**config.mk**
```make
export PLATFORM = sky130hd
export DESIGN_NAME = core_top
export DESIGN_NICKNAME = d
export VERILOG_FILES = /design/src/rtl/core_pkg.sv /design/src/rtl/fetch.sv /design/src/rtl/decode.sv /design/src/rtl/execute.sv /design/src/rtl/result.sv /design/src/rtl/core_top.sv
export VERILOG_INCLUDE_DIRS = /design/src /design/src/rtl
export SDC_FILE = /design/constraint.sdc
export NUM_CORES = 2
export LEC_CHECK = 0
export BUFFER_PORTS_ARGS = -buffer_cell sky130_fd_sc_hd__clkbuf_2
export CORE_ASPECT_RATIO = 1.75
export CORE_MARGIN = 10
export CORE_UTILIZATION = 55
export CTS_CLUSTER_DIAMETER = 60
export DETAILED_ROUTE_END_ITERATION = 10
export PLACE_DENSITY_LB_ADDON = 0.25
export SLEW_MARGIN = 10
export SYNTH_ARGS = -nofsm -noshare
export SYNTH_HDL_FRONTEND = slang
export SYNTH_SLANG_ARGS = --single-unit
```
**constraint.sdc**
```tcl
create_clock -name clk -period 7 [get_ports clk]
set_input_delay 1.05 -clock clk [delete_from_list [all_inputs] [get_ports clk]]
set_output_delay 1.05 -clock clk [all_outputs]
set_load 0.01 [all_outputs]
```
**src/rtl/core_params.svh**
```systemverilog
`ifndef CORE_PARAMS_SVH
`define CORE_PARAMS_SVH

// data and address width
`define XLEN 32

// first instruction address
`define PC_INIT 32'h0000_0000

// instruction tag counter width
`define TAG_W 8

`endif

```
**src/rtl/core_pkg.sv**
```systemverilog
`default_nettype none

package core_pkg;

    // major opcodes, inst[6:0]
    typedef enum logic [6:0] {
        OP_IMM = 7'b0010011,
        OP     = 7'b0110011,
        LUI    = 7'b0110111,
        BRANCH = 7'b1100011,
        JAL    = 7'b1101111
    } opcode_e;

    typedef enum logic [2:0] {
        ALU_ADD    = 3'd0,
        ALU_SUB    = 3'd1,
        ALU_AND    = 3'd2,
        ALU_OR     = 3'd3,
        ALU_XOR    = 3'd4,
        ALU_PASS_B = 3'd5
    } alu_op_e;

    typedef enum logic [1:0] {
        BR_NONE = 2'd0,
        BR_EQ   = 2'd1,
        BR_NE   = 2'd2,
        BR_JAL  = 2'd3
    } br_kind_e;

    typedef enum logic [1:0] {
        FS_ISSUE = 2'd0,
        FS_WAIT  = 2'd1,
        FS_STALL = 2'd2
    } fetch_state_e;

endpackage

`default_nettype wire

```
**src/rtl/fetch.sv**
```systemverilog
`timescale 1ns/100ps
`default_nettype none

`include "core_params.svh"

module fetch (
    input  logic                clk,
    input  logic                rst,
    output logic                ireq_valid,
    output logic [`XLEN-1:0]    ireq_addr,
    input  logic                iresp_data_ok,
    input  logic [`XLEN-1:0]    iresp_data,
    input  logic                jump_valid,
    input  logic                jump_taken,
    input  logic [`XLEN-1:0]    jump_target,
    input  logic [`TAG_W-1:0]   jump_tag,
    output logic                fd_valid,
    output logic [`XLEN-1:0]    fd_inst,
    output logic [`XLEN-1:0]    fd_pc,
    output logic [`TAG_W-1:0]   fd_tag
);
    import core_pkg::*;

    fetch_state_e       state;
    logic [`XLEN-1:0]   pc;
    logic [`TAG_W-1:0]  tag_cnt;
    logic [`TAG_W-1:0]  stall_tag;
    opcode_e            resp_op;
    logic               resp_is_cf;
    logic               issue_now;
    logic               take_resp;
    logic               jump_release;
    logic [`XLEN-1:0]   next_pc;

    assign resp_op    = opcode_e'(iresp_data[6:0]);
    assign resp_is_cf = (resp_op == BRANCH) || (resp_op == JAL);

    assign issue_now    = (state == FS_ISSUE);
    assign take_resp    = (state == FS_WAIT) && iresp_data_ok;
    // only the report for the instruction we stalled on wakes us up
    assign jump_release = (state == FS_STALL) && jump_valid && (jump_tag == stall_tag);
    assign next_pc      = jump_taken ? jump_target : pc + 4;

    always_ff @(posedge clk or posedge rst) begin
        if (rst) begin
            state      <= FS_ISSUE;
            pc         <= `PC_INIT;
            tag_cnt    <= '0;
            ireq_valid <= 1'b0;
            fd_valid   <= 1'b0;
        end else begin
            fd_valid <= take_resp;
            if (issue_now) begin
                ireq_valid <= 1'b1;
                state      <= FS_WAIT;
            end else if (take_resp) begin
                ireq_valid <= 1'b0;
                tag_cnt    <= tag_cnt + 1'b1;
                if (resp_is_cf) begin
                    state <= FS_STALL;
                end else begin
                    pc    <= pc + 4;
                    state <= FS_ISSUE;
                end
            end else if (jump_release) begin
                // redirect straight onto the bus
                pc         <= next_pc;
                ireq_valid <= 1'b1;
                state      <= FS_WAIT;
            end
        end
    end

    always_ff @(posedge clk) begin
        if (issue_now) begin
            ireq_addr <= pc;
        end else if (jump_release) begin
            ireq_addr <= next_pc;
        end
        if (take_resp) begin
            fd_inst <= iresp_data;
            fd_pc   <= pc;
            fd_tag  <= tag_cnt;
            if (resp_is_cf) begin
                stall_tag <= tag_cnt;
            end
        end
    end

endmodule

`default_nettype wire

```
**src/rtl/decode.sv**
```systemverilog
`timescale 1ns/100ps
`default_nettype none

`include "core_params.svh"

module decode (
    input  logic                clk,
    input  logic                rst,
    input  logic                fd_valid,
    input  logic [`XLEN-1:0]    fd_inst,
    input  logic [`XLEN-1:0]    fd_pc,
    input  logic [`TAG_W-1:0]   fd_tag,
    output logic                de_valid,
    output core_pkg::alu_op_e   de_alu_op,
    output core_pkg::br_kind_e  de_br_kind,
    output logic [4:0]          de_rd,
    output logic [4:0]          de_rs1,
    output logic [4:0]          de_rs2,
    output logic [`XLEN-1:0]    de_imm,
    output logic                de_use_imm,
    output logic [`XLEN-1:0]    de_pc,
    output logic [`TAG_W-1:0]   de_tag
);
    import core_pkg::*;

    logic [2:0]         funct3;
    logic [6:0]         funct7;
    logic [`XLEN-1:0]   imm_i;
    logic [`XLEN-1:0]   imm_u;
    logic [`XLEN-1:0]   imm_b;
    logic [`XLEN-1:0]   imm_j;
    alu_op_e            alu_op;
    br_kind_e           br_kind;
    logic [4:0]         rd;
    logic [`XLEN-1:0]   imm;
    logic               use_imm;

    assign funct3 = fd_inst[14:12];
    assign funct7 = fd_inst[31:25];

    assign imm_i = {{(`XLEN-12){fd_inst[31]}}, fd_inst[31:20]};
    assign imm_u = {fd_inst[31:12], 12'b0};
    assign imm_b = {{(`XLEN-12){fd_inst[31]}}, fd_inst[7], fd_inst[30:25],
                    fd_inst[11:8], 1'b0};
    assign imm_j = {{(`XLEN-20){fd_inst[31]}}, fd_inst[19:12], fd_inst[20],
                    fd_inst[30:21], 1'b0};

    always_comb begin
        alu_op  = ALU_ADD;
        br_kind = BR_NONE;
        rd      = fd_inst[11:7];
        imm     = imm_i;
        use_imm = 1'b1;
        case (opcode_e'(fd_inst[6:0]))
            OP_IMM: begin
                // ADDI only
                if (funct3 != 3'b000) begin
                    rd = 5'd0;
                end
            end
            OP: begin
                use_imm = 1'b0;
                case ({funct7, funct3})
                    {7'b0000000, 3'b000}: alu_op = ALU_ADD;
                    {7'b0100000, 3'b000}: alu_op = ALU_SUB;
                    {7'b0000000, 3'b100}: alu_op = ALU_XOR;
                    {7'b0000000, 3'b110}: alu_op = ALU_OR;
                    {7'b0000000, 3'b111}: alu_op = ALU_AND;
                    default:              rd = 5'd0;
                endcase
            end
            LUI: begin
                alu_op = ALU_PASS_B;
                imm    = imm_u;
            end
            BRANCH: begin
                // fetch is stalled on every branch, so each one must resolve
                br_kind = fd_inst[12] ? BR_NE : BR_EQ;
                rd      = 5'd0;
                imm     = imm_b;
                use_imm = 1'b0;
            end
            JAL: begin
                br_kind = BR_JAL;
                imm     = imm_j;
            end
            default: rd = 5'd0;
        endcase
    end

    always_ff @(posedge clk or posedge rst) begin
        if (rst) begin
            de_valid <= 1'b0;
        end else begin
            de_valid <= fd_valid;
        end
    end

    always_ff @(posedge clk) begin
        if (fd_valid) begin
            de_alu_op  <= alu_op;
            de_br_kind <= br_kind;
            de_rd      <= rd;
            de_rs1     <= fd_inst[19:15];
            de_rs2     <= fd_inst[24:20];
            de_imm     <= imm;
            de_use_imm <= use_imm;
            de_pc      <= fd_pc;
            de_tag     <= fd_tag;
        end
    end

endmodule

`default_nettype wire

```
**src/rtl/execute.sv**
```systemverilog
`timescale 1ns/100ps
`default_nettype none

`include "core_params.svh"

module execute (
    input  logic                clk,
    input  logic                rst,
    input  logic                de_valid,
    input  core_pkg::alu_op_e   de_alu_op,
    input  core_pkg::br_kind_e  de_br_kind,
    input  logic [4:0]          de_rd,
    input  logic [4:0]          de_rs1,
    input  logic [4:0]          de_rs2,
    input  logic [`XLEN-1:0]    de_imm,
    input  logic                de_use_imm,
    input  logic [`XLEN-1:0]    de_pc,
    input  logic [`TAG_W-1:0]   de_tag,
    output logic [4:0]          rs1_addr,
    output logic [4:0]          rs2_addr,
    input  logic [`XLEN-1:0]    rs1_data,
    input  logic [`XLEN-1:0]    rs2_data,
    output logic                ex_valid,
    output logic [4:0]          ex_rd,
    output logic [`XLEN-1:0]    ex_value,
    output logic [`XLEN-1:0]    ex_pc,
    output logic                jump_valid,
    output logic                jump_taken,
    output logic [`XLEN-1:0]    jump_target,
    output logic [`TAG_W-1:0]   jump_tag
);
    import core_pkg::*;

    logic [`XLEN-1:0]   op_b;
    logic [`XLEN-1:0]   alu_res;
    logic               equal;
    logic               taken;

    assign rs1_addr = de_rs1;
    assign rs2_addr = de_rs2;

    assign op_b  = de_use_imm ? de_imm : rs2_data;
    assign equal = (rs1_data == rs2_data);

    always_comb begin
        case (de_alu_op)
            ALU_SUB:    alu_res = rs1_data - op_b;
            ALU_AND:    alu_res = rs1_data & op_b;
            ALU_OR:     alu_res = rs1_data | op_b;
            ALU_XOR:    alu_res = rs1_data ^ op_b;
            ALU_PASS_B: alu_res = op_b;
            default:    alu_res = rs1_data + op_b;
        endcase
    end

    always_comb begin
        case (de_br_kind)
            BR_EQ:   taken = equal;
            BR_NE:   taken = !equal;
            BR_JAL:  taken = 1'b1;
            default: taken = 1'b0;
        endcase
    end

    always_ff @(posedge clk or posedge rst) begin
        if (rst) begin
            ex_valid   <= 1'b0;
            jump_valid <= 1'b0;
        end else begin
            ex_valid   <= de_valid;
            jump_valid <= de_valid && (de_br_kind != BR_NONE);
        end
    end

    always_ff @(posedge clk) begin
        if (de_valid) begin
            ex_rd <= de_rd;
            ex_pc <= de_pc;
            // link value for JAL
            ex_value    <= (de_br_kind == BR_JAL) ? de_pc + 4 : alu_res;
            jump_taken  <= taken;
            jump_target <= de_pc + de_imm;
            jump_tag    <= de_tag;
        end
    end

endmodule

`default_nettype wire

```
**src/rtl/result.sv**
```systemverilog
`timescale 1ns/100ps
`default_nettype none

`include "core_params.svh"

module result (
    input  logic                clk,
    input  logic                rst,
    input  logic [4:0]          rs1_addr,
    input  logic [4:0]          rs2_addr,
    output logic [`XLEN-1:0]    rs1_data,
    output logic [`XLEN-1:0]    rs2_data,
    input  logic                ex_valid,
    input  logic [4:0]          ex_rd,
    input  logic [`XLEN-1:0]    ex_value,
    input  logic [`XLEN-1:0]    ex_pc,
    output logic                commit_valid,
    output logic [`XLEN-1:0]    commit_pc,
    output logic [4:0]          commit_rd,
    output logic [`XLEN-1:0]    commit_data
);

    logic [`XLEN-1:0] regs [1:31];

    // x0 reads zero and a same-cycle write is forwarded
    function automatic logic [`XLEN-1:0] read_port(input logic [4:0] addr);
        if (addr == 5'd0) begin
            return '0;
        end else if (ex_valid && ex_rd == addr) begin
            return ex_value;
        end
        return regs[addr];
    endfunction

    always_comb begin
        rs1_data = read_port(rs1_addr);
        rs2_data = read_port(rs2_addr);
    end

    always_ff @(posedge clk) begin
        if (ex_valid && ex_rd != 5'd0) begin
            regs[ex_rd] <= ex_value;
        end
    end

    always_ff @(posedge clk or posedge rst) begin
        if (rst) begin
            commit_valid <= 1'b0;
        end else begin
            commit_valid <= ex_valid;
        end
    end

    always_ff @(posedge clk) begin
        if (ex_valid) begin
            commit_pc <= ex_pc;
            commit_rd <= ex_rd;
            // report what x0 actually holds
            commit_data <= (ex_rd == 5'd0) ? '0 : ex_value;
        end
    end

endmodule

`default_nettype wire

```
**src/rtl/core_top.sv**
```systemverilog
`timescale 1ns/100ps
`default_nettype none

`include "core_params.svh"

module core_top (
    input  logic                clk,
    input  logic                rst,
    output logic                ireq_valid,
    output logic [`XLEN-1:0]    ireq_addr,
    input  logic                iresp_data_ok,
    input  logic [`XLEN-1:0]    iresp_data,
    output logic                commit_valid,
    output logic [`XLEN-1:0]    commit_pc,
    output logic [4:0]          commit_rd,
    output logic [`XLEN-1:0]    commit_data
);
    import core_pkg::*;

    logic               fd_valid;
    logic [`XLEN-1:0]   fd_inst;
    logic [`XLEN-1:0]   fd_pc;
    logic [`TAG_W-1:0]  fd_tag;

    logic               de_valid;
    alu_op_e            de_alu_op;
    br_kind_e           de_br_kind;
    logic [4:0]         de_rd;
    logic [4:0]         de_rs1;
    logic [4:0]         de_rs2;
    logic [`XLEN-1:0]   de_imm;
    logic               de_use_imm;
    logic [`XLEN-1:0]   de_pc;
    logic [`TAG_W-1:0]  de_tag;

    logic [4:0]         rs1_addr;
    logic [4:0]         rs2_addr;
    logic [`XLEN-1:0]   rs1_data;
    logic [`XLEN-1:0]   rs2_data;

    logic               ex_valid;
    logic [4:0]         ex_rd;
    logic [`XLEN-1:0]   ex_value;
    logic [`XLEN-1:0]   ex_pc;

    // branch and JAL resolution back to fetch
    logic               jump_valid;
    logic               jump_taken;
    logic [`XLEN-1:0]   jump_target;
    logic [`TAG_W-1:0]  jump_tag;

    fetch fetch_i (
        .clk           (clk),
        .rst           (rst),
        .ireq_valid    (ireq_valid),
        .ireq_addr     (ireq_addr),
        .iresp_data_ok (iresp_data_ok),
        .iresp_data    (iresp_data),
        .jump_valid    (jump_valid),
        .jump_taken    (jump_taken),
        .jump_target   (jump_target),
        .jump_tag      (jump_tag),
        .fd_valid      (fd_valid),
        .fd_inst       (fd_inst),
        .fd_pc         (fd_pc),
        .fd_tag        (fd_tag)
    );

    decode decode_i (
        .clk        (clk),
        .rst        (rst),
        .fd_valid   (fd_valid),
        .fd_inst    (fd_inst),
        .fd_pc      (fd_pc),
        .fd_tag     (fd_tag),
        .de_valid   (de_valid),
        .de_alu_op  (de_alu_op),
        .de_br_kind (de_br_kind),
        .de_rd      (de_rd),
        .de_rs1     (de_rs1),
        .de_rs2     (de_rs2),
        .de_imm     (de_imm),
        .de_use_imm (de_use_imm),
        .de_pc      (de_pc),
        .de_tag     (de_tag)
    );

    execute execute_i (
        .clk         (clk),
        .rst         (rst),
        .de_valid    (de_valid),
        .de_alu_op   (de_alu_op),
        .de_br_kind  (de_br_kind),
        .de_rd       (de_rd),
        .de_rs1      (de_rs1),
        .de_rs2      (de_rs2),
        .de_imm      (de_imm),
        .de_use_imm  (de_use_imm),
        .de_pc       (de_pc),
        .de_tag      (de_tag),
        .rs1_addr    (rs1_addr),
        .rs2_addr    (rs2_addr),
        .rs1_data    (rs1_data),
        .rs2_data    (rs2_data),
        .ex_valid    (ex_valid),
        .ex_rd       (ex_rd),
        .ex_value    (ex_value),
        .ex_pc       (ex_pc),
        .jump_valid  (jump_valid),
        .jump_taken  (jump_taken),
        .jump_target (jump_target),
        .jump_tag    (jump_tag)
    );

    result result_i (
        .clk          (clk),
        .rst          (rst),
        .rs1_addr     (rs1_addr),
        .rs2_addr     (rs2_addr),
        .rs1_data     (rs1_data),
        .rs2_data     (rs2_data),
        .ex_valid     (ex_valid),
        .ex_rd        (ex_rd),
        .ex_value     (ex_value),
        .ex_pc        (ex_pc),
        .commit_valid (commit_valid),
        .commit_pc    (commit_pc),
        .commit_rd    (commit_rd),
        .commit_data  (commit_data)
    );

endmodule

`default_nettype wire

```
# ---- Word level (Yosys, flattened, before mapping)
# Memories as Yosys holds them, arrays and structs flattened. A register that Yosys moved wholly into a read port is not among the register bits.
# Cells that the tools add are included.
dict set report word_totals {
  output_inout_bits 103
  reg_bits 432
  n_memories 1
  latch_bits 0
  ram_bits 992
  wordCells 134
  mem_bits_ro 0
}
# memory depth word_bits rd rd_clocked_by_memory_dff wr line_no
set mem_list {}
lappend mem_list {result_i.regs 31 32 2 2 1 result.sv:23} ;# logic [`XLEN-1:0] regs [1:31];
dict set report op_classes {
  n_bitwise 4
  muxes 39
  n_reduce_logical 26
  mul 0
  addsub 6
  eq_ne 26
  magnitude_cmp 0
  shift 0
  div 0
}
# cell n
set op_table {}
lappend op_table {{32-bit 2-to-1 mux} 13}
lappend op_table {{32-bit case mux with 5 select lines} 1}
lappend op_table {{31-bit case mux with 3 select lines} 1}
lappend op_table {{32-bit by 3-bit adder with 32-bit output, second input constant} 2}
lappend op_table {{32-bit adder} 2}
lappend op_table {{32-bit AND} 1}
lappend op_table {{32-bit == test} 1}
lappend op_table {{32-bit bitwise OR} 1}
lappend op_table {{32-bit subtractor} 1}
lappend op_table {{32-bit XOR} 1}
lappend op_table {{10-bit by 3-bit == test with 1-bit output, second input constant} 3}
lappend op_table {{7-bit == test, second input constant} 4}
lappend op_table {{5-bit 2-to-1 mux} 4}
lappend op_table {{5-bit zero test} 3}
lappend op_table {{5-bit case mux with 3 select lines} 1}
lappend op_table {{7-bit by 6-bit == test with 1-bit output, second input constant} 2}
lappend op_table {{3-bit case mux with 4 select lines} 1}
lappend op_table {{10-bit by 9-bit == test with 1-bit output, second input constant} 1}
lappend op_table {{5-bit == test} 2}
lappend op_table {{10-bit zero test} 1}
lappend op_table {{1-bit 2-to-1 mux} 10}
lappend op_table {{2-bit 2-to-1 mux} 5}
lappend op_table {{8-bit by 1-bit adder with 8-bit output, second input constant} 1}
lappend op_table {{8-bit == test} 1}
lappend op_table {{other kinds (22)} 38}

# ---- Depth between registers and ports, before layout
dict set report depth {
  word_depth 9
  depth_mapped 32
  depth_no_buf 26
}

# ---- Cells and area by module
# Synthesis repeated with hierarchy kept, for this count alone.
dict set report hier_totals {
  cells_unflattened 4731
  area_unflattened_um2 70835.4
}
# module area_per_inst_um2 cells_per_inst instances
set modules_own_cells {}
lappend modules_own_cells {result 49202.2 2751 1}
lappend modules_own_cells {execute 11044.3 1213 1}
lappend modules_own_cells {fetch 7149.4 585 1}
lappend modules_own_cells {decode 3439.5 182 1}

# ---- Worst setup path before layout
# Ideal clock, no wire load.
dict set report synth_timing {
  kind {flip-flop to flip-flop}
  startpoint {reg execute_i.ex_valid}
  endpoint {reg execute_i.ex_value[29], data pin}
  setup_time_ps 272
  path_slack_ps 10
  arrival_time_ps 6719
  n_path_buf 3
  required_time_ps 6728
  path_stages_with_launch 28
  path_cell_list {dfrtp_1 clkbuf_1 nand3_1 or2_2 clkbuf_1 buf_4 mux2i_1 o211ai_1 and2_1 inv_1 ha_1 inv_1 nor4b_4 nand2_1 nor2_1 a31oi_1 xnor2_1 ha_1 a21o_1 a21o_1 a21o_1 a21o_1 a21o_1 nor3_1 a21boi_0 xor2_1 a2111oi_0 a21oi_1}
}
dict set report synth_via {
  elab_chain_cells 8
}
# item line_no
set synth_lines {}
lappend synth_lines {{start: declaration} execute.sv:23} ;# output logic ex_valid,
lappend synth_lines {{start signal: assignment} execute.sv:70} ;# ex_valid <= de_valid;
lappend synth_lines {{1-bit logical AND} result.sv:29} ;# end else if (ex_valid && ex_rd == addr) begin
lappend synth_lines {{1-bit 2-to-1 mux} result.sv:29}
lappend synth_lines {{1-bit 2-to-1 mux} result.sv:27} ;# if (addr == 5'd0) begin
lappend synth_lines {{32-bit 2-to-1 mux} result.sv:32} ;# return regs[addr];
lappend synth_lines {{32-bit 2-to-1 mux} execute.sv:42} ;# assign op_b = de_use_imm ? de_imm : rs2_data;
lappend synth_lines {{32-bit adder, or another cell as far along} execute.sv:52} ;# default: alu_res = rs1_data + op_b;
lappend synth_lines {{32-bit case mux with 5 select lines *} execute.sv:46} ;# case (de_alu_op)
lappend synth_lines {{32-bit 2-to-1 mux *} execute.sv:80} ;# ex_value <= (de_br_kind == BR_JAL) ? de_pc + 4 : alu_res;
lappend synth_lines {{end signal: assignment} execute.sv:80}
lappend synth_lines {{end: declaration} execute.sv:25} ;# output logic [`XLEN-1:0] ex_value,
# Mark *: on every way between the ends. The rest lies on a longest branch, timed or not.
# A chain may end at the register's enable or synchronous reset.

==> impl_metrics.toml <==
[run_status]
outcome = "finished clean"

[timing]
setup_ws_ps = 208
hold_viol = 0
setup_viol = 0
fin_skew_ps = 41.1
rsz0062_at_grt = "no"
slew_violations = 0
worstMarginPinSlew_ps = 1300
max_slew_margin_pct = 13.2
period_share_pct = 97.0
fmax_ghz = 0.147
timing.hold.ws_ps = 416
setup-tns-final_ps = 0
finalCriticalPeriod_ps = 6790

[worst_hold_path]
hp-class = "reg -> reg"

[drt]
ant_nets = 0
post_drt_wl_per_cell_um = 36.1
dr.pass1.iters = 8
viasPerCell = 7.08
vias = 48100
post-route-drc-count = 0
drt_wl_total_um = 246000
drt_iter0_markers = 6354

[yosys]
yosysSeqAreaShare_pct = 60.0
synth_edf_count = 1376
synthFlopType = "edfxtp_1"
ys_ff_latch = 1434
synth_fp_nets = 4865
synth_top_area_share_pct = 58.1
synth_area_leader_cell = "edfxtp_1"
synthCells = 4698
yosys-top-cells-area = "edfxtp_1 58%, mux4_2 14%, mux2i_1 2.7%, ha_1 2.3%, a21oi_1 1.7%"
yosys.cell_types.count = 98
syn_area_sq_mm = 0.0712
synth.avg_cell_area_sq_um = 15.1
ys_async_sr_fraction_pct = 3.35
ys_warn_count = 0

[layout]
final_cell_mix = "1,376 x edfxtp_1, 451 x mux4_2, 331 x buf_4"
mostFrequentLayoutCell = "edfxtp_1"
drive_gt1_share_pct = 24.5
final_net_count = 5178
syn_to_final_growth_pct = 11.9

[floorplanning]
io_pins = 138
die_w_um = 292
die_y_um = 496
placementRows = 174
dieArea_sq_mm = 0.145
start_util_pct = 55.4
core-area_sq_mm = 0.128

[power_and_ir_drop]
leakage_nw = 27.6
irDropWorstVdd_mv = 0.319
p_per_area_mw_per_mm2 = 344

[placed_design]
place_congestion = 1.05
pre_cts_ws_ps = 166
dpl.hpwl_um = 162000
port_buffers = 137

[setup_path]
cpMostUsedCell = "a21o_1"
crit_fanout = 34
cp_top_family = "compound AO/OA/AOI/OAI gates"
cp.arrival_ps = 7310
critical_path_class = "reg -> reg"
required_ps = 7510
slowest_delay_ps = 670
end_kind = "register"
cp_num_buf_inv = 5
crit_slowest_cell = "a2111oi_0"
start_kind = "register"

[global_route]
antenna_found_initial = 15
grt.overflow.total = 0
grtUsageTotal_pct = 33.8
grt_pass1_vias = 48300
grt_start_max_net_pins = 65
grt_pass1_wl_um = 348000

[clock_tree]
cts-buffers-inserted = 120
clockBufferDepth = 3
cts.sinks = 1434
cts-hold-fix-buffers = 0
htreeDepth = 3
clkLatencyLatePin_ps = 780
path_clk_slew_ps = 80
cts_tree = "yes"
cts_root_buf = "clkbuf_16"

[flow_run]
cap_viol_max_count = 0
[worst reg2reg max path, cell delays in order, from the launching register on]
cell	delay [ps]
dfxtp_4	570
buf_12	290
buf_4	490
buf_4	330
mux4_2	390
a2111oi_0	670
a32o_2	270
nand2b_1	130
o22ai_1	160
nand2_1	170
nor2_1	60
buf_4	150
a31oi_1	360
xnor2_1	130
ha_1	320
a21o_1	160
a21o_1	160
a21o_1	200
a21o_1	200
a21o_1	200
nor3_1	240
buf_4	170
a21o_1	140
a211oi_1	80
a2111oi_1	340
a22oi_1	150
[registers in the layout, indices dropped and copies added, names as in the netlist, 3 cells and up, named ones only]
| name | count |
|---|---|
| decode_i.de_alu_op | 3 |
| decode_i.de_imm | 32 |
| decode_i.de_pc | 32 |
| decode_i.de_rd | 5 |
| decode_i.de_rs1 | 5 |
| decode_i.de_rs2 | 5 |
| decode_i.de_tag | 8 |
| execute_i.ex_pc | 32 |
| execute_i.ex_rd | 5 |
| execute_i.ex_value | 32 |
| execute_i.jump_tag | 8 |
| execute_i.jump_target | 32 |
| fetch_i.fd_inst | 32 |
| fetch_i.fd_pc | 32 |
| fetch_i.fd_tag | 8 |
| fetch_i.ireq_addr | 32 |
| fetch_i.pc | 32 |
| fetch_i.stall_tag | 8 |
| fetch_i.tag_cnt | 8 |
| result_i.commit_data | 32 |
| result_i.commit_pc | 32 |
| result_i.commit_rd | 5 |
| result_i.regs | 992 |
[final cells by class]
class / count / area, sq um
fill: 9421 / 48800
sequential: 1434 / 42800
multi-input combinational: 2840 / 26800
timing repair buffer: 488 / 3570
clock buffer: 149 / 3110
tap: 1672 / 2090
clock inverter: 75 / 851
inverter: 127 / 478
antenna: 9 / 22.5
[metal layers]
metal / vias up / GRT usage [%] / wire length (um)
li1: 19400 / - / -
met1: 24200 / 36.4 / 75800
met2: 3380 / 55.7 / 119000
met3: 1069 / 8.43 / 25400
met4: 12 / 28.7 / 25300
met5: - / 0 / 82
[power breakdown]
group          internal, mW  leakage, nW  switching [mW]
clock                  3.76         1.92            3.18
sequential             10.7         13.2           0.837
combinational          3.51         12.4            5.41
[final timing paths]
check | start | end | slack, ps | cells past startpoint
worst max register to register | register | execute_i.ex_value[31]$_DFFE_PP_ | 210 | 25
worst min register to register | fetch_i.fd_pc[31]$_DFFE_PP_ | decode_i.de_pc[31]$_DFFE_PP_ | 420 | 0
worst max-delay path | register | execute_i.ex_value[31]$_DFFE_PP_ | 210 | 25
worst min-delay path | fetch_i.fd_pc[31]$_DFFE_PP_ | decode_i.de_pc[31]$_DFFE_PP_ | 420 | 0
max in group asynchronous | rst | decode_i.de_valid$_DFF_PP0_ | 5900 | 3
min in group asynchronous | rst | fetch_i.tag_cnt[6]$_DFFE_PP0P_ | 470 | 3
[cells by family (layout without fill, tap and decap cells)]
logic type / Yosys count / after routing / synth area share (%)
AO/OA/AOI/OAI: 916 / 916 / 8.23
XOR/XNOR: 160 / 160 / 1.97
adder cells (fa/ha/maj): 132 / 132 / 2.34
buffers and inverters: 424 / 839 / 2.73
flip-flops: 1434 / 1434 / 60.0
multiplexers: 708 / 708 / 18.4
other: 0 / 9 / 0
AND/OR/NAND/NOR: 924 / 924 / 6.32
[metrics by stage]
stage / power, mW / instances / util [%] / area, sq um
final: 27.4 / 6794 / 62.0 / 79600
after global routing: 28.3 / 6786 / 62.0 / 79600
after CTS: 27.1 / 6778 / 61.9 / 79500
after detailed placement: 20.3 / 6554 / 58.8 / 75600
after global placement: 20.2 / 6554 / 58.8 / 75600
after floorplan: 16.8 / 4698 / - / 71200
[Yosys cell counts (all sizes together), types with 41 or more instances]
master / number
a211oi: 89
nand2: 221
a21oi: 241
o22ai: 41
dfrtp: 48
a21o: 60
xnor2: 114
buf: 127
xor2: 46
nor3: 88
o21ai: 215
mux4: 469
ha: 130
edfxtp: 1376
clkbuf: 169
inv: 123
nor2: 268
mux2i: 191
mux2: 48
nand3: 65
and2: 69
[repair_timing]
action | in CTS | in global routing
resized for setup | 0 | 5
setup buffers | 0 | 7
setup endpoints to repair | 0 | 7
Power figures use the tool's default switching activity.
